--- src/common/vsaPkg.sv ---
// shared sizes, instruction field positions and enums
// for the 12-bit VSA core, its memories and testbench
`default_nettype none

package vsaPkg;

    // word and memory sizes, fixed by the encoding
    localparam int dataWidth    = 5;
    localparam int instrWidth   = 12;
    localparam int pcWidth      = 5;
    localparam int progDepth    = 16;                 // word k at pc 2k
    localparam int progAddrWidth = $clog2(progDepth);
    localparam int dataDepth    = 32;
    localparam int regCount     = 4;                  // r0 hard-wired zero
    localparam int regAddrWidth = $clog2(regCount);

    // instruction field positions
    localparam int opMsb   = 11;
    localparam int opLsb   = 9;
    localparam int src1Msb = 8;
    localparam int src1Lsb = 7;
    localparam int src2Msb = 6;                       // also I-format dest
    localparam int src2Lsb = 5;
    localparam int dstMsb  = 4;                       // R-format only
    localparam int dstLsb  = 3;
    localparam int funcMsb = 2;
    localparam int funcLsb = 0;
    localparam int immMsb  = 4;
    localparam int immLsb  = 0;

    // one state per cycle, five per instruction
    typedef enum logic [2:0] {
        stFetch     = 3'd0,
        stDecode    = 3'd1,
        stExecute   = 3'd2,
        stMemory    = 3'd3,
        stWriteBack = 3'd4
    } stateT;

    typedef enum logic [2:0] {
        opLw   = 3'd0,
        opSw   = 3'd1,
        opBeqz = 3'd2,
        opAlu  = 3'd3,                                // R-format, see func
        opAddi = 3'd4,
        opSubi = 3'd5
    } opcodeT;

    typedef enum logic [2:0] {
        fnAdd = 3'd0,
        fnSub = 3'd1,
        fnAnd = 3'd2,
        fnOr  = 3'd3,
        fnXor = 3'd4,
        fnNot = 3'd5,
        fnSrl = 3'd6,
        fnSra = 3'd7
    } aluFuncT;

    // operand form for the ALU
    typedef enum logic [1:0] {
        selReg    = 2'd0,                             // a op b
        selImm    = 2'd1,                             // a +/- imm
        selAddr   = 2'd2,                             // a + imm, load/store
        selBranch = 2'd3                              // npc + 2*imm
    } aluSelT;

endpackage

`default_nettype wire

--- src/hw/dataMem.sv ---
// data memory, 32 words of 5 bits
// cleared on reset, strobed write, combinational read
`timescale 1ns/1ps
`default_nettype none

module dataMem (
    input  wire logic                         clock,
    input  wire logic                         rst,
    input  wire logic                         memWrite,
    input  wire logic [vsaPkg::dataWidth-1:0] memAddr,
    input  wire logic [vsaPkg::dataWidth-1:0] memWriteData,
    output logic      [vsaPkg::dataWidth-1:0] memReadData
);

    logic [vsaPkg::dataWidth-1:0] mem [vsaPkg::dataDepth];

    always_ff @(posedge clock) begin
        if (rst) begin
            // untouched words read back as 0
            for (int i = 0; i < vsaPkg::dataDepth; i++) begin
                mem[i] <= '0;
            end
        end else if (memWrite) begin
            mem[memAddr] <= memWriteData;  // SW strobe from the core
        end
    end

    assign memReadData = mem[memAddr];  // address is the ALU output reg

endmodule

`default_nettype wire

--- src/hw/progMem.sv ---
// instruction memory, 16 words of 12 bits
// load port for the testbench, read port addressed by pc
`timescale 1ns/1ps
`default_nettype none

module progMem (
    input  wire logic                             clock,
    input  wire logic                             progWrite,
    input  wire logic [vsaPkg::progAddrWidth-1:0] progAddr,
    input  wire logic [vsaPkg::instrWidth-1:0]    progData,
    input  wire logic [vsaPkg::pcWidth-1:0]       pc,
    output logic      [vsaPkg::instrWidth-1:0]    instruction
);

    logic [vsaPkg::instrWidth-1:0] mem [vsaPkg::progDepth];  // loaded, never reset

    always_ff @(posedge clock) begin
        if (progWrite) begin
            mem[progAddr] <= progData;
        end
    end

    // pc steps by two, drop bit 0
    assign instruction = mem[pc[vsaPkg::pcWidth-1:1]];

endmodule

`default_nettype wire

--- src/hw/vsaCore/vsaAlu.sv ---
// combinational ALU for register, immediate, address and branch target forms
`timescale 1ns/1ps
`default_nettype none

module vsaAlu (
    input  wire logic [vsaPkg::dataWidth-1:0] a,
    input  wire logic [vsaPkg::dataWidth-1:0] b,
    input  wire logic [vsaPkg::pcWidth-1:0]   npc,
    input  wire logic [vsaPkg::dataWidth-1:0] imm,
    input  wire vsaPkg::aluSelT                sel,
    input  wire vsaPkg::aluFuncT               func,
    input  wire logic                          immSub,   // SUBI
    output logic      [vsaPkg::dataWidth-1:0] result,
    output logic                               isZero
);

    logic [vsaPkg::dataWidth-1:0] regResult;  // R-format result
    logic [vsaPkg::dataWidth-1:0] immResult;

    // register-register functions
    always_comb begin
        case (func)
            vsaPkg::fnAdd: regResult = a + b;
            vsaPkg::fnSub: regResult = a - b;
            vsaPkg::fnAnd: regResult = a & b;
            vsaPkg::fnOr:  regResult = a | b;
            vsaPkg::fnXor: regResult = a ^ b;
            vsaPkg::fnNot: regResult = ~a;                 // b ignored
            vsaPkg::fnSrl: regResult = {1'b0, a[vsaPkg::dataWidth-1:1]};
            vsaPkg::fnSra: regResult = {a[vsaPkg::dataWidth-1], a[vsaPkg::dataWidth-1:1]};
            default:       regResult = a + b;
        endcase
    end

    assign immResult = immSub ? a - imm : a + imm;

    // pick operand form
    always_comb begin
        case (sel)
            vsaPkg::selReg:    result = regResult;
            vsaPkg::selImm:    result = immResult;
            vsaPkg::selAddr:   result = a + imm;           // no sign extension
            vsaPkg::selBranch: result = npc + {imm[vsaPkg::dataWidth-2:0], 1'b0};
            default:           result = regResult;
        endcase
    end

    // BEQZ tests the first source only
    assign isZero = (a == '0);

endmodule

`default_nettype wire

--- src/hw/vsaCore/vsaCore.sv ---
// non-pipelined VSA core: five-state control FSM, instruction register,
// register file with r0 tied to zero, program counter stepping by two
`timescale 1ns/1ps
`default_nettype none

module vsaCore (
    input  wire logic                          clock,
    input  wire logic                          rst,
    input  wire logic                          run,          // low holds in fetch
    input  wire logic [vsaPkg::instrWidth-1:0] instruction,
    input  wire logic [vsaPkg::dataWidth-1:0]  memReadData,
    output logic      [vsaPkg::pcWidth-1:0]    pc,
    output logic      [vsaPkg::dataWidth-1:0]  memAddr,
    output logic      [vsaPkg::dataWidth-1:0]  memWriteData,
    output logic                               memWrite
);

    vsaPkg::stateT   state;
    vsaPkg::opcodeT  opcode;
    vsaPkg::aluFuncT aluFunc;
    vsaPkg::aluSelT  aluSel;

    logic [vsaPkg::dataWidth-1:0]    regFile [vsaPkg::regCount];
    logic [vsaPkg::instrWidth-1:0]   ir;         // instruction register
    logic [vsaPkg::pcWidth-1:0]      npc;        // pc + 2, captured in fetch
    logic [vsaPkg::dataWidth-1:0]    opA;
    logic [vsaPkg::dataWidth-1:0]    opB;
    logic [vsaPkg::dataWidth-1:0]    aluOut;     // doubles as data address
    logic                            cond;       // branch taken
    logic [vsaPkg::dataWidth-1:0]    lmd;        // load data
    logic [vsaPkg::dataWidth-1:0]    aluResult;
    logic                            aluZero;
    logic [vsaPkg::regAddrWidth-1:0] src1;
    logic [vsaPkg::regAddrWidth-1:0] src2;
    logic [vsaPkg::regAddrWidth-1:0] dst;
    logic [vsaPkg::dataWidth-1:0]    imm;
    logic                            wbEn;
    logic [vsaPkg::regAddrWidth-1:0] wbAddr;
    logic [vsaPkg::dataWidth-1:0]    wbData;

    // instruction fields
    assign opcode  = vsaPkg::opcodeT'(ir[vsaPkg::opMsb:vsaPkg::opLsb]);
    assign src1    = ir[vsaPkg::src1Msb:vsaPkg::src1Lsb];
    assign src2    = ir[vsaPkg::src2Msb:vsaPkg::src2Lsb];
    assign dst     = ir[vsaPkg::dstMsb:vsaPkg::dstLsb];
    assign aluFunc = vsaPkg::aluFuncT'(ir[vsaPkg::funcMsb:vsaPkg::funcLsb]);
    assign imm     = ir[vsaPkg::immMsb:vsaPkg::immLsb];

    // operand form from opcode
    always_comb begin
        case (opcode)
            vsaPkg::opLw, vsaPkg::opSw:     aluSel = vsaPkg::selAddr;
            vsaPkg::opBeqz:                 aluSel = vsaPkg::selBranch;
            vsaPkg::opAddi, vsaPkg::opSubi: aluSel = vsaPkg::selImm;
            default:                        aluSel = vsaPkg::selReg;
        endcase
    end

    vsaAlu alu_i (
        .a      (opA),
        .b      (opB),
        .npc    (npc),
        .imm    (imm),
        .sel    (aluSel),
        .func   (aluFunc),
        .immSub (opcode == vsaPkg::opSubi),
        .result (aluResult),
        .isZero (aluZero)
    );

    // write-back target: R-format uses dst, I-format uses src2
    always_comb begin
        wbEn   = 1'b0;
        wbAddr = src2;
        wbData = aluOut;
        case (opcode)
            vsaPkg::opAlu: begin
                wbEn   = 1'b1;
                wbAddr = dst;
            end
            vsaPkg::opAddi, vsaPkg::opSubi: wbEn = 1'b1;
            vsaPkg::opLw: begin
                wbEn   = 1'b1;
                wbData = lmd;
            end
            default: wbEn = 1'b0;                       // SW, BEQZ
        endcase
    end

    // control state
    always_ff @(posedge clock) begin
        if (rst) begin
            state <= vsaPkg::stFetch;
            pc    <= '0;
            for (int i = 0; i < vsaPkg::regCount; i++) begin
                regFile[i] <= '0;
            end
        end else begin
            case (state)
                vsaPkg::stFetch: begin
                    if (run) state <= vsaPkg::stDecode;  // park while loading
                end
                vsaPkg::stDecode:  state <= vsaPkg::stExecute;
                vsaPkg::stExecute: state <= vsaPkg::stMemory;
                vsaPkg::stMemory: begin
                    state <= vsaPkg::stWriteBack;
                    // taken branch only for BEQZ
                    if (opcode == vsaPkg::opBeqz && cond) begin
                        pc <= aluOut;
                    end else begin
                        pc <= npc;
                    end
                end
                vsaPkg::stWriteBack: begin
                    state <= vsaPkg::stFetch;
                    if (wbEn && wbAddr != '0) regFile[wbAddr] <= wbData;  // r0 stays 0
                end
                default: state <= vsaPkg::stFetch;
            endcase
        end
    end

    // datapath registers, no reset
    always_ff @(posedge clock) begin
        case (state)
            vsaPkg::stFetch: begin
                if (run) begin
                    ir  <= instruction;
                    npc <= pc + vsaPkg::pcWidth'(2);
                end
            end
            vsaPkg::stDecode: begin
                opA <= regFile[src1];
                opB <= regFile[src2];
            end
            vsaPkg::stExecute: begin
                aluOut <= aluResult;
                cond   <= aluZero;                       // only read by BEQZ
            end
            vsaPkg::stMemory: begin
                if (opcode == vsaPkg::opLw) lmd <= memReadData;
            end
            default: ;
        endcase
    end

    // store bus
    assign memAddr      = aluOut;
    assign memWriteData = opB;
    assign memWrite     = (state == vsaPkg::stMemory) && (opcode == vsaPkg::opSw);

endmodule

`default_nettype wire

--- src/hw/vsaSystem.sv ---
// top level: program memory feeding the core, core driving data memory
`timescale 1ns/1ps
`default_nettype none

module vsaSystem (
    input  wire logic                             clock,
    input  wire logic                             rst,
    input  wire logic                             run,
    input  wire logic                             progWrite,   // load port
    input  wire logic [vsaPkg::progAddrWidth-1:0] progAddr,
    input  wire logic [vsaPkg::instrWidth-1:0]    progData,
    output logic      [vsaPkg::pcWidth-1:0]       pc,
    output logic                                  memWrite,    // store bus
    output logic      [vsaPkg::dataWidth-1:0]     memAddr,
    output logic      [vsaPkg::dataWidth-1:0]     memWriteData
);

    logic [vsaPkg::instrWidth-1:0] instruction;
    logic [vsaPkg::dataWidth-1:0]  memReadData;

    progMem progMem_i (
        .clock       (clock),
        .progWrite   (progWrite),
        .progAddr    (progAddr),
        .progData    (progData),
        .pc          (pc),
        .instruction (instruction)
    );

    vsaCore vsaCore_i (
        .clock        (clock),
        .rst          (rst),
        .run          (run),
        .instruction  (instruction),
        .memReadData  (memReadData),
        .pc           (pc),
        .memAddr      (memAddr),
        .memWriteData (memWriteData),
        .memWrite     (memWrite)
    );

    dataMem dataMem_i (
        .clock        (clock),
        .rst          (rst),
        .memWrite     (memWrite),
        .memAddr      (memAddr),
        .memWriteData (memWriteData),
        .memReadData  (memReadData)
    );

endmodule

`default_nettype wire

--- config.mk ---
export PLATFORM = sky130hd
export DESIGN_NAME = vsaSystem
export DESIGN_NICKNAME = d
export VERILOG_FILES = /design/src/common/vsaPkg.sv /design/src/hw/dataMem.sv /design/src/hw/progMem.sv /design/src/hw/vsaCore/vsaAlu.sv /design/src/hw/vsaCore/vsaCore.sv /design/src/hw/vsaSystem.sv
export SDC_FILE = /design/constraint.sdc
export NUM_CORES = 1
export LEC_CHECK = 0
export ABC_AREA = 0
export BUFFER_PORTS_ARGS = -buffer_cell sky130_fd_sc_hd__buf_4
export CAP_MARGIN = 15
export CORE_UTILIZATION = 25
export DETAILED_ROUTE_END_ITERATION = 16
export PLACE_DENSITY = 0.45
export REMOVE_ABC_BUFFERS = 1
export SYNTH_ARGS = -nofsm -noshare
export SYNTH_HDL_FRONTEND = slang
export SYNTH_HIERARCHICAL = 1
export SYNTH_SLANG_ARGS = --single-unit
--- constraint.sdc ---
create_clock -name clock -period 3.9 [get_ports clock]
set_clock_uncertainty 0.1 [all_clocks]
set_input_delay 0.39 -clock clock [delete_from_list [all_inputs] [get_ports clock]]
set_output_delay 0.39 -clock clock [all_outputs]
set_load 0.02 [all_outputs]
Word-level counts from Yosys, hierarchy flattened
Memory sizes are Yosys's and may differ from the RTL's. A register that Yosys moved wholly into a read port is not among the register bits. Cells that the tools add are included.

Register bits after elaboration: 19. Bits in writable memories: 372. Input bits: 20. Output and inout bits: 16. Word-level logic and storage cells: 81. Memories kept: 3.

Add/sub/neg operators: 6. Eq/ne operators: 20. Multiplexer cells: 27. Bitwise gates (word level): 4. Reduce and logical (&&, ||, !) cells: 16.

Memories: progMem_i.mem (depth 16, width 12, rd ports 1, clocked after Yosys merged registers in 1, wr ports 1, RTL line progMem.sv:15) `logic [vsaPkg::instrWidth-1:0] mem [vsaPkg::progDepth];`; dataMem_i.mem (depth 32, width 5, rd ports 1, clocked after Yosys merged registers in 1, wr ports 32, RTL line dataMem.sv:15) `logic [vsaPkg::dataWidth-1:0] mem [vsaPkg::dataDepth];`; vsaCore_i.regFile (depth 4, width 5, rd ports 2, clocked after Yosys merged registers in 2, wr ports 4, RTL line vsaCore.sv:23) `logic [vsaPkg::dataWidth-1:0] regFile [vsaPkg::regCount];`.

Operators by type and width (count): $pmux W5 S8 (1); $mux W5 (6); $eq A3 B3 Y1 const B (7); $pmux W5 S4 (1); $eq A3 B2 Y1 const B (6); $add A5 B5 Y5 (3); $mux W1 (14); $pmux W3 S4 (1); $reduce_or A5 Y1 (2); $sub A5 B5 Y5 (2); $eq A3 B1 Y1 const B (3); $logic_not A3 Y1 (3); $pmux W2 S3 (1); $add A5 B2 Y5 const B (1); $and A5 B5 Y5 (1); $logic_not A5 Y1 (1); $not A5 Y5 (1); $or A5 B5 Y5 (1); $xor A5 B5 Y5 (1); $eq A2 B2 Y1 const B (2); $mux W2 (2); $reduce_and A2 Y1 (2); $reduce_or A2 Y1 (2); $reduce_or A4 Y1 (1); 6 further kinds (8).

Depth between registers and ports, before layout
Gate-level depths: netlist (run 1).

Word-level depth: 10. Depth in mapped cells: 12. Mapped depth without buffers: 11.

Hierarchy
Netlist (run 1), hierarchy kept.

Modules (own cells, without submodules): dataMem (instances 1, cells an instance 586, area an instance 7815.0 µm², sequential area each 4804.6 µm²); progMem (instances 1, cells an instance 317, area an instance 7359.6 µm², sequential area each 5765.5 µm²); vsaCore (instances 1, cells an instance 167, area an instance 2760.1 µm², sequential area each 1901.8 µm²); vsaAlu (instances 1, cells an instance 155, area an instance 1226.2 µm², sequential area each 0.0 µm²).

Worst setup path after synthesis (run 1)
No wires, ideal clock.

Path kind: reg-to-reg. From: reg vsaCore_i/ir[1] (netlist name) (read register of progMem_i.mem). To: reg vsaCore_i.aluOut, in the netlist vsaCore_i/memAddr[2] (data pin). Setup time: 0.272 ns. Data arrival time: 2.557 ns. Data required time: 3.528 ns. Setup slack: 0.972 ns. Cell stages (with the launch flop): 10. Buffers on the path: 1. Period minus slack after synthesis: 2.928 ns. Cells stage by stage: edfxtp_1 buf_2 nor2_1 nand2_1 nand2_1 o21ai_0 fa_1 xnor2_1 mux4_2 mux4_2.

Cells in the longest elaborated chain, start to end: 3. Elaborated cells between the ends (all ways): 14. Those cells by class: add/sub (3); eq/ne (7); mux (3); reduce/logical (1).

Ends and longest elaborated chain: start, declared (RTL line vsaCore.sv:24) `logic [vsaPkg::instrWidth-1:0] ir;`; $add A5 B5 Y5, or another cell as far along (RTL line vsaAlu.sv:35, vsaAlu.sv:42); $mux W5 / $pmux W5 S8 (equally long branches) (RTL line vsaAlu.sv:35, vsaAlu.sv:22); $pmux W5 S4 (*) (RTL line vsaAlu.sv:39) `case (sel)`; via vsaCore_i.aluResult (one bit) (RTL line vsaCore.sv:31) `logic [vsaPkg::dataWidth-1:0] aluResult;`; end signal, assigned (RTL line vsaCore.sv:137) `aluOut <= aluResult;`; end, declared (RTL line vsaCore.sv:28) `logic [vsaPkg::dataWidth-1:0] aluOut;`.

The timed path passes the listed nets; every way through them passes the cells marked *. A chain may end at the register's enable or synchronous reset.

==> results.md, run 1 <==
* Top FF cell, synth: edfxtp_1
* Starting Density at 0.252
* # rows at 101
* Final min period at around 3 ns
* Setup TNS at 0 ns
* Fin cells at 2,357
* Slowest CP cell: nand2b_1
* Synth async-reset ratio at 0
* Leading cell type in the layout, fill and taps excluded: edfxtp_1
* Gr usage total at 0.119
* Post-CTS Setup Bufs at 0
* Number of synthesized register bits at roughly 420
* Synth Warn # at 6
* Clock transition at path regs at 0.06 ns
* Final hold viol count at 0
* Dpl cells at 2,262
* Startpoint class of the critical path: register
* Largest net degree at the start of global routing at just under 90
* Outcome: finished clean
* Most frequent cells in the layout: 410 x edfxtp_1, 163 x and2_1, 96 x mux2i_1
* Clock Tree Root: clkbuf_16
* Number of antenna diodes at 0
* Nets@finish at ~1,300
* Vias at around 10,000
* Post-place setup slack at 0.986 ns
* Register area share after synthesis at 0.651
* Max incr delay on CP at around 0.47 ns
* CP Buf/Inv Count at 0
* Avg Cell Area, Syn at 15.6 µm²
* Crit-path leading delay family: simple AND/OR/NAND/NOR gates
* Crit path arrival time at around 3.2 ns
* Crit-path cells: and3b_2 > and4b_1 > nor3b_2 > nand2b_1 > nor2_1 > or2_2
* Die ar. at slightly below 0.08 mm²
* PwrDens at around 470 mW/mm²
* Die outline height at 279 µm
* Global-route wire length before repair at 69,700 µm
* DRT Pass-1 Iters at 5
* Overflow after GRT at 0
* Mapped Cells at roughly 1,200
* Worst-margin pin slew at ~1.1 ns
* Critical Path RT at 4.07 ns
* Post-DP HPWL at about 29,000 µm
* H-tree depth at 2
* Post-synth EDFFs at 410
* Setup-failing EPs final at 0
* Post-synth cell types at 67
* Max rail drop VDD at 0.338 mV
* Share of cells above drive strength 1 at 0.194
* CTS Buf Count at 46
* Final Max Slew Viols at 0
* Maxcap violations at 0
* Antenna-violating nets left at 0
* Die Width at 279 µm
* Relative slew slack at 0.248
* CTS Sinks at about 420
* CTS tree: done
* WL/cell at between 15 and 20 µm
* # IOs at 36
* Leakage power at 7.60 nW
* Skew-Pair Late Insertion Delay at 0.59 ns
* CP Class: register to register
* Mapped Area at 0.0192 mm²
* Critical Path Fanout Max at 13
* Initial antenna violation count at 0
* Final setup margin at 0.901 ns
* Input/output buffers at 35
* Vias in the first global route at 11,000
* Core area at 0.0759 mm²
* Initial DRC Count at between 500 and 600
* Final Wtd Congestion at 0.754
* Unrepaired setup endpoints after global routing: false
* Max Root-Sink Buffers at 3
* DRC at 0
* Area Overhead vs Synth at 15.8%
* Maximum clock rate at 333 MHz
* CP Capture Type: register
* Hold Path Class: primary input to register
* Crit share post-route at 0.769
* Post-DR vias/cell at around 4.4
* DRT Wirelength at ~46,000 µm
[power by group]
part	switching, mW	total, mW	leakage [nW]	internal [mW]
clock	1.79	4.12	0.680	2.33
combinational	0.603	1.03	2.91	0.429
sequential	0.139	5.24	4.01	5.10
total	2.53	10.4	7.60	7.86
[routing by layer]
layer / vias to the layer above / share of wire / global-route usage
met5: - / 0 / 0
met4: 0 / 0.024 / 0.0371
met3: 66 / 0.043 / 0.0211
met2: 217 / 0.48 / 0.199
met1: 5327 / 0.45 / 0.156
li1: 4860 / - / -
[cell families after synthesis]
kind of cell,after synthesis,synth area share
flops,418,0.651
simple gates,370,0.120
mux,162,0.129
compound gates,128,0.0429
buf+inv,96,0.0266
fa+ha+maj,31,0.0218
xor+xnor,19,0.00868
other cells,1,0.000196
[area by class of cell]
class,count,area (µm²)
multi-input cells,715,6230
well taps,1030,1290
fillers,7587,53800
clock buffers,58,1200
flip-flops and latches,418,12500
inverters,25,93.8
clock inverters,28,234
repair buffers,83,668
[synthesized netlist by cell type, drive strengths merged, types with 5 or more instances]
cell	n	area [µm²]
a211oi	5	37.5
a21oi	26	130
a22oi	24	180
and2	163	1020
buf	38	282
clkbuf	33	134
dfxtp	8	160
edfxtp	410	12300
ha	27	338
inv	25	93.8
mux2i	96	961
mux4	63	1480
nand2	31	119
nand2b	5	38.8
nand3	5	25.0
nand3b	6	45.0
nand4b	5	56.3
nand4bb	5	56.3
nor2	54	243
nor2b	5	31.3
nor3	11	75.1
nor4	21	131
o21ai	13	65.1
o22ai	40	256
or2	32	200
xnor2	14	123
xor2	5	43.8
[worst register-to-register path, cell delays in order, from the launching register on]
cell	delay (ns)
dfxtp_1	0.46
and3b_2	0.37
and4b_1	0.38
nor3b_2	0.24
nand2b_1	0.47
nor2_1	0.42
or2_2	0.24
[through the flow]
| stage | cell area (µm²) | hold slack [ns] | util | power (mW) |
|---|---|---|---|---|
| after floorplan | 18800 | 0.367 | - | 5.97 |
| after global placement | 20700 | 0.423 | 0.272 | 6.36 |
| after global routing | 22200 | 0.0321 | 0.292 | 10.8 |
| after detailed placement | 20700 | 0.423 | 0.272 | 6.37 |
| after CTS | 22200 | 0.00755 | 0.292 | 10.6 |
| final | 22200 | 0.0331 | 0.292 | 10.4 |
[worst paths after layout]
check                      from              endpoint  slack (ns)  cells after the start
min reg2reg     vsaCore_i/pc[0]      vsaCore_i/npc[0]        0.42                      0
max          vsaCore_i/state[0]  dataMem_i/mem[20][1]        0.90                      6
min                 progData[9]   progMem_i/mem[4][9]        0.03                      1
max reg2reg  vsaCore_i/state[0]  dataMem_i/mem[20][1]        0.90                      6
[registers in the layout, indices dropped and copies added, names as in the netlist]
register / flops
vsaCore_i/pc: 5
vsaCore_i/memAddr: 5
progMem_i/mem: 192
vsaCore_i/lmd: 5
vsaCore_i/memWriteData: 5
vsaCore_i/regFile: 20
dataMem_i/mem: 160
vsaCore_i/npc: 5
vsaCore_i/ir: 12
vsaCore_i/opA: 5
vsaCore_i/cond: 1
vsaCore_i/state: 3
[repair_timing]
item | CTS | global route
endpoints found under the setup margin | 0 | 0
hold endpoints to repair | 97 | 0
hold buffers | 8 | 0
gates resized for setup | 0 | 0
Power figures use the tool's default switching activity.
==> run 2, diff against run 1 <==
==> constraint.sdc (replaced) <==
create_clock -name clock -period 3 [get_ports clock]
set_clock_uncertainty 0.1 [all_clocks]
set_input_delay 0.3 -clock clock [delete_from_list [all_inputs] [get_ports clock]]
set_output_delay 0.3 -clock clock [all_outputs]
set_load 0.02 [all_outputs]
==> results.md, run 2 (synthesized netlist as in run 1, its figures left out) <==
* Outcome: finished clean (unchanged)
* Final Max Slew Viols at 0 (unchanged)
* CTS Sinks at 418 (unchanged)
* Max Root-Sink Buffers at 3 (unchanged)
* Overall power consumption at 13.4 mW (was 10.4 mW)
* Max incr delay on CP at 0.46 ns (was 0.47 ns)
* Clock transition at path regs at 0.06 ns (about the same)
* Post-place setup slack at 0.190 ns (was 0.986 ns)
* Setup-failing EPs final at 0 (unchanged)
* Area Overhead vs Synth at 18.0% (was 15.8%)
* Share of cells above drive strength 1 at 0.215 (was 0.194)
* Post-DP HPWL at 30,500 µm (was 29,400 µm)
* Hold WS at 0.170 ns (was 0.0331 ns)
* Die ar. at 0.0778 mm² (unchanged)
* Leakage power at 7.88 nW (was 7.60 nW)
* Post-DP Area at 0.0211 mm² (was 0.0207 mm²)
* WL/cell at 19.1 µm (was 19.6 µm)
* DRT Pass-1 Iters at 5 (unchanged)
* CP Buf/Inv Count at 0 (unchanged)
* Crit-path cells: nor2_2 > nand2_1 > nand2_1 > o21ai_0 > fa_1 > xnor2_1 > mux4_2 > mux4_2 (was and3b_2 > and4b_1 > nor3b_2 > nand2b_1 > nor2_1 > or2_2)
* Nets@finish at 1,393 (was 1,340)
* Relative slew slack at 0.351 (was 0.248)
* Fin area at 0.0226 mm² (was 0.0222 mm²)
* Crit share post-route at 0.927 (was 0.769)
* Most frequent cells in the layout: 410 x edfxtp_1, 163 x and2_1, 113 x buf_4 (was 410 x edfxtp_1, 163 x and2_1, 96 x mux2i_1)
* CTS Buf Count at 45 (was 46)
* Vias at 10,600 (was 10,500)
* Hold Path Class: primary input to register (unchanged)
* Die outline height at 279 µm (unchanged)
* Final hold viol count at 0 (unchanged)
* Final Wtd Congestion at 0.781 (was 0.754)
* Antenna-violating nets left at 0 (unchanged)
* Crit-path leading delay family: multiplexers (was simple AND/OR/NAND/NOR gates)
* Core area at 0.0759 mm² (unchanged)
* Die Width at 279 µm (unchanged)
* Post-CTS Setup Bufs at 0 (unchanged)
* PwrDens at 595 mW/mm² (was 468 mW/mm²)
* Maxcap violations at 0 (unchanged)
* CP Class: register to register (unchanged)
* Unrepaired setup endpoints after global routing: false (unchanged)
* Number of antenna diodes at 0 (unchanged)
* Final setup margin at 0.219 ns (was 0.901 ns)
* Vias in the first global route at 11,300 (was 11,000)
* Slowest CP cell: mux4_2 (was nand2b_1)
* Critical Path RT at 3.20 ns (was 4.07 ns)
* Startpoint class of the critical path: register (unchanged)
* Clock Tree Root: clkbuf_16 (unchanged)
* Input/output buffers at 35 (unchanged)
* CTS tree: done (unchanged)
* Largest register FFs at 192 (unchanged)
* Register with the most flip-flops: progMem_i/mem (unchanged)
* H-tree depth at 2 (unchanged)
* Max rail drop VDD at 0.421 mV (was 0.338 mV)
* Fin cells at 2,404 (was 2,357)
* Crit path arrival time at 2.98 ns (was 3.17 ns)
* DRT Wirelength at 46,000 µm (was 46,100 µm)
* Skew-Pair Late Insertion Delay at 0.58 ns (was 0.59 ns)
* # rows at 101 (unchanged)
* Leading cell type in the layout, fill and taps excluded: edfxtp_1 (unchanged)
* Maximum clock rate at 360 MHz (was 333 MHz)
* Global-route wire length before repair at 70,400 µm (was 69,700 µm)
* Critical Path Fanout Max at 4 (was 13)
* # IOs at 36 (unchanged)
* Starting Density at 0.252 (unchanged)
* Initial DRC Count at 617 (was 563)
* Gr usage total at 0.120 (was 0.119)
* Overflow after GRT at 0 (unchanged)
* CP Capture Type: register (unchanged)
* Worst-margin pin slew at 0.974 ns (was 1.12 ns)
* Largest registers: progMem_i/mem x192, dataMem_i/mem x160, vsaCore_i/regFile x20 (unchanged)
* Post-DR vias/cell at 4.40 (was 4.44)
* Largest net degree at the start of global routing at 45 (was 88)
* Initial antenna violation count at 0 (unchanged)
* Dpl cells at 2,310 (was 2,262)
* Final min period at 2.78 ns (was 3.00 ns)
* DRC at 0 (unchanged)
[run 2: changes by cell type in the layout (fill, tap and decap cells not counted), sizes merged]
cell	delta
buf	+47
dlygate4sd3	+7
clkbuf	-5
clkinvlp	-5
clkinv	+2
inv	+1
[run 2: final cells by class]
cell class | count | area, µm²
Clock buffer | 53 | 1160
Multi-Input combinational cell | 715 | 6220
Sequential cell | 418 | 12500
Clock inverter | 26 | 186
Fill cell | 7631 | 53300
Timing Repair Buffer | 137 | 1180
Inverter | 25 | 93.8
Tap cell | 1030 | 1290
[run 2: final timing paths]
path / startpoint / end / slack [ns] / cells past startpoint
worst min-delay path: progAddr[1] / progMem_i/mem[0][11] / 0.17 / 3
worst max-delay path: vsaCore_i/ir[2] / vsaCore_i/memAddr[2] / 0.22 / 8
worst min register to register: vsaCore_i/pc[0] / vsaCore_i/npc[0] / 0.37 / 0
worst max register to register: vsaCore_i/ir[2] / vsaCore_i/memAddr[2] / 0.22 / 8
[run 2: worst reg2reg max path, cell delays in order, from the launching register on]
cell	delay (ns)
edfxtp_1	0.40
nor2_2	0.19
nand2_1	0.12
nand2_1	0.09
o21ai_0	0.13
fa_1	0.43
xnor2_1	0.14
mux4_2	0.45
mux4_2	0.46
[run 2: metal layers]
| layer | GRT usage | routed length [µm] | up-vias |
|---|---|---|---|
| met1 | 0.158 | 20900 | 5377 |
| met5 | 0 | 0 | - |
| met3 | 0.0183 | 1660 | 66 |
| met4 | 0.0334 | 954 | 0 |
| met2 | 0.202 | 22500 | 184 |
| li1 | - | - | 4959 |
[run 2: power by group]
part / internal (mW) / switching [mW] / total [mW] / leakage (nW)
Combinational: 0.626 / 0.839 / 1.46 / 3.20
Sequential: 6.63 / 0.138 / 6.77 / 4.01
Clock: 2.92 / 2.29 / 5.21 / 0.663
Total: 10.2 / 3.26 / 13.4 / 7.88
[run 2: metrics by stage]
step           utilization  setup TNS (ns)
2_1_floorplan            -         -427.61
3_3_place_gp         0.278               0
3_5_place_dp         0.278               0
4_1_cts              0.298               0
5_1_grt              0.298               0
6_report             0.298               0
[run 2: timing repair]
action,in CTS,in global routing
gates resized for setup,0,1
endpoints found under the hold margin,196,0
setup endpoints to repair,0,2
hold buffers,15,0
==> run 3, diff against run 2 <==
--- a/config.mk
+++ b/config.mk
@@ -8,9 +8,10 @@
 export ABC_AREA = 0
 export BUFFER_PORTS_ARGS = -buffer_cell sky130_fd_sc_hd__buf_4
 export CAP_MARGIN = 15
-export CORE_UTILIZATION = 25
+export CORE_UTILIZATION = 54
 export DETAILED_ROUTE_END_ITERATION = 16
-export PLACE_DENSITY = 0.45
+export GPL_ROUTABILITY_DRIVEN = 0
+export PLACE_DENSITY = 0.76
 export REMOVE_ABC_BUFFERS = 1
 export SYNTH_ARGS = -nofsm -noshare
 export SYNTH_HDL_FRONTEND = slang
==> results.md, run 3 (synthesized netlist as in run 1, its figures left out) <==
* H-tree depth at 2 (unchanged)
* Clock transition at path regs at 0.06 ns (about the same)
* Die outline height at 190 µm (was 279 µm)
* Max rail drop VDD at 0.553 mV (was 0.421 mV)
* Input/output buffers at 35 (unchanged)
* Critical Path Fanout Max at 13 (was 4)
* WL/cell at 22.0 µm (was 19.1 µm)
* DRC at 0 (unchanged)
* Leakage power at 7.70 nW (was 7.88 nW)
* Nets@finish at 1,366 (was 1,393)
* Initial antenna violation count at 0 (unchanged)
* Post-DP HPWL at 25,800 µm (was 30,500 µm)
* CP Class: register to register (unchanged)
* Startpoint class of the critical path: register (unchanged)
* Area Overhead vs Synth at 12.6% (was 18.0%)
* Clock Tree Root: clkbuf_16 (unchanged)
* Starting Density at 0.552 (was 0.252)
* Combinational share of power at 0.105 (was 0.109)
* Unrepaired setup endpoints after global routing: true (was false)
* Dpl cells at 1,712 (was 2,310)
* Maximum clock rate at 345 MHz (was 360 MHz)
* Slowest CP cell: dfxtp_1 (was mux4_2)
* CTS resizes at 0 (unchanged)
* Maxcap violations at 0 (unchanged)
* CP Buf/Inv Count at 0 (unchanged)
* Final Max Slew Viols at 0 (unchanged)
* Leading cell type in the layout, fill and taps excluded: edfxtp_1 (unchanged)
* Vias in the first global route at 10,900 (was 11,300)
* Max Root-Sink Buffers at 3 (unchanged)
* Post-CTS Setup Bufs at 0 (unchanged)
* Antenna-violating nets left at 0 (unchanged)
* Crit-path leading delay family: simple AND/OR/NAND/NOR gates (was multiplexers)
* Die Width at 190 µm (was 279 µm)
* Critical Path RT at 3.16 ns (was 3.20 ns)
* Skew-Pair Late Insertion Delay at 0.57 ns (was 0.58 ns)
* CP Capture Type: register (unchanged)
* CTS Sinks at 418 (unchanged)
* Setup TNS at 0 ns (unchanged)
* Core area at 0.0347 mm² (was 0.0759 mm²)
* Internal Pwr Total at 9.97 mW (was 10.2 mW)
* Crit-path cells: and3b_2 > and4b_1 > nor3b_2 > nand2b_1 > nor2_1 > or2_2 (was nor2_2 > nand2_1 > nand2_1 > o21ai_0 > fa_1 > xnor2_1 > mux4_2 > mux4_2)
* Global-route wire length before repair at 61,200 µm (was 70,400 µm)
* Net Sw Power at 3.10 mW (was 3.26 mW)
* Gr usage total at 0.224 (was 0.120)
* Final hold viol count at 0 (unchanged)
* Register with the most flip-flops: progMem_i/mem (unchanged)
* CTS tree: done (unchanged)
* # IOs at 36 (unchanged)
* Share of cells above drive strength 1 at 0.201 (was 0.215)
* Number of antenna diodes at 0 (unchanged)
* Setup-failing EPs final at 0 (unchanged)
* Post-DP Area at 0.0202 mm² (was 0.0211 mm²)
* Outcome: finished clean (unchanged)
* DRT Wirelength at 39,600 µm (was 46,000 µm)
* Worst-margin pin slew at 0.972 ns (was 0.974 ns)
* Sw Ratio at 0.237 (was 0.243)
* Hold Path Class: primary input to register (unchanged)
* Max incr delay on CP at 0.47 ns (was 0.46 ns)
* Crit path arrival time at 3.05 ns (was 2.98 ns)
* DRT Pass-1 Iters at 7 (was 5)
* Overflow after GRT at 0 (unchanged)
* # rows at 68 (was 101)
* Sequential share of power at 0.520 (was 0.504)
* Largest register FFs at 192 (unchanged)
* Largest net degree at the start of global routing at 37 (was 45)
* Post-DR vias/cell at 5.99 (was 4.40)
* Clock power share at 0.375 (was 0.388)
* Relative slew slack at 0.352 (was 0.351)
* Crit share post-route at 0.966 (was 0.927)
* CTS Buf Count at 43 (was 45)
* Initial DRC Count at 944 (was 617)
* Fin area at 0.0216 mm² (was 0.0226 mm²)
* Die ar. at 0.0362 mm² (was 0.0778 mm²)
* Largest registers: progMem_i/mem x192, dataMem_i/mem x160, vsaCore_i/regFile x20 (unchanged)
* Most frequent cells in the layout: 410 x edfxtp_1, 163 x and2_1, 96 x mux2i_1 (was 410 x edfxtp_1, 163 x and2_1, 113 x buf_4)
* Final min period at 2.90 ns (was 2.78 ns)
* Fin cells at 1,801 (was 2,404)
* PwrDens at 606 mW/mm² (was 595 mW/mm²)
* Vias at 10,800 (was 10,600)
==> run 3: cell types whose count changed in the layout (fill, tap and decap cells not counted), sizes merged <==
cell	change
bufinv	-1
buf	-23
clkbuf	-1
clkinv	-4
dlygate4sd3	-2
inv	+1
clkinvlp	+2
==> run 3: path summary, 6_finish.rpt <==
path | to | depth (start not counted) | slack [ns] | startpoint
max | dataMem_i/mem[0][1] | 6 | 0.10 | vsaCore_i/state[1]
min | progMem_i/mem[0][10] | 2 | 0.03 | progAddr[1]
max reg2reg | dataMem_i/mem[0][1] | 6 | 0.10 | vsaCore_i/state[1]
min reg2reg | vsaCore_i/npc[0] | 0 | 0.38 | vsaCore_i/pc[0]
==> run 3: power by group through the flow <==
stage          clock (mW)  combinational (mW)  sequential [mW]
4_1_cts              4.99                1.37             6.79
5_1_grt              5.22                1.48             6.81
2_1_floorplan           0               0.780             6.98
3_5_place_dp            0                1.34             6.91
6_report             4.90                1.37             6.79
3_3_place_gp            0                1.32             6.90
==> run 3: routing by layer <==
layer / vias up / routed length (µm) / track usage
met5: - / 0 / 0
met4: 0 / 1040 / 0.0778
met3: 79 / 2530 / 0.0304
met2: 443 / 20000 / 0.381
met1: 5351 / 16000 / 0.295
li1: 4912 / - / -
==> run 3: timing repair <==
action / in CTS / in global routing
setup endpoints to repair: 0 / 15
endpoints found under the hold margin: 193 / 0
hold buffers: 13 / 0
==> run 3: final cells by class <==
type | instances | area, µm²
clock buffer | 52 | 1110
inverter | 25 | 93.8
fill | 2463 | 13100
sequential | 418 | 12500
tap | 455 | 569
clock inverter | 24 | 174
multi-input combinational | 715 | 6220
timing repair buffer | 112 | 936
==> run 3: metrics by stage <==
step / worst slack (ns) / power [mW] / util / hold slack, ns
after floorplan: -1.73 / 7.75 / - / 0.277
after global placement: 0.242 / 8.22 / 0.581 / 0.379
after detailed placement: 0.215 / 8.26 / 0.581 / 0.368
after CTS: 0.207 / 13.1 / 0.622 / 0.0132
after global routing: -0.0308 / 13.5 / 0.622 / 0.0383
final: 0.103 / 13.1 / 0.622 / 0.0318
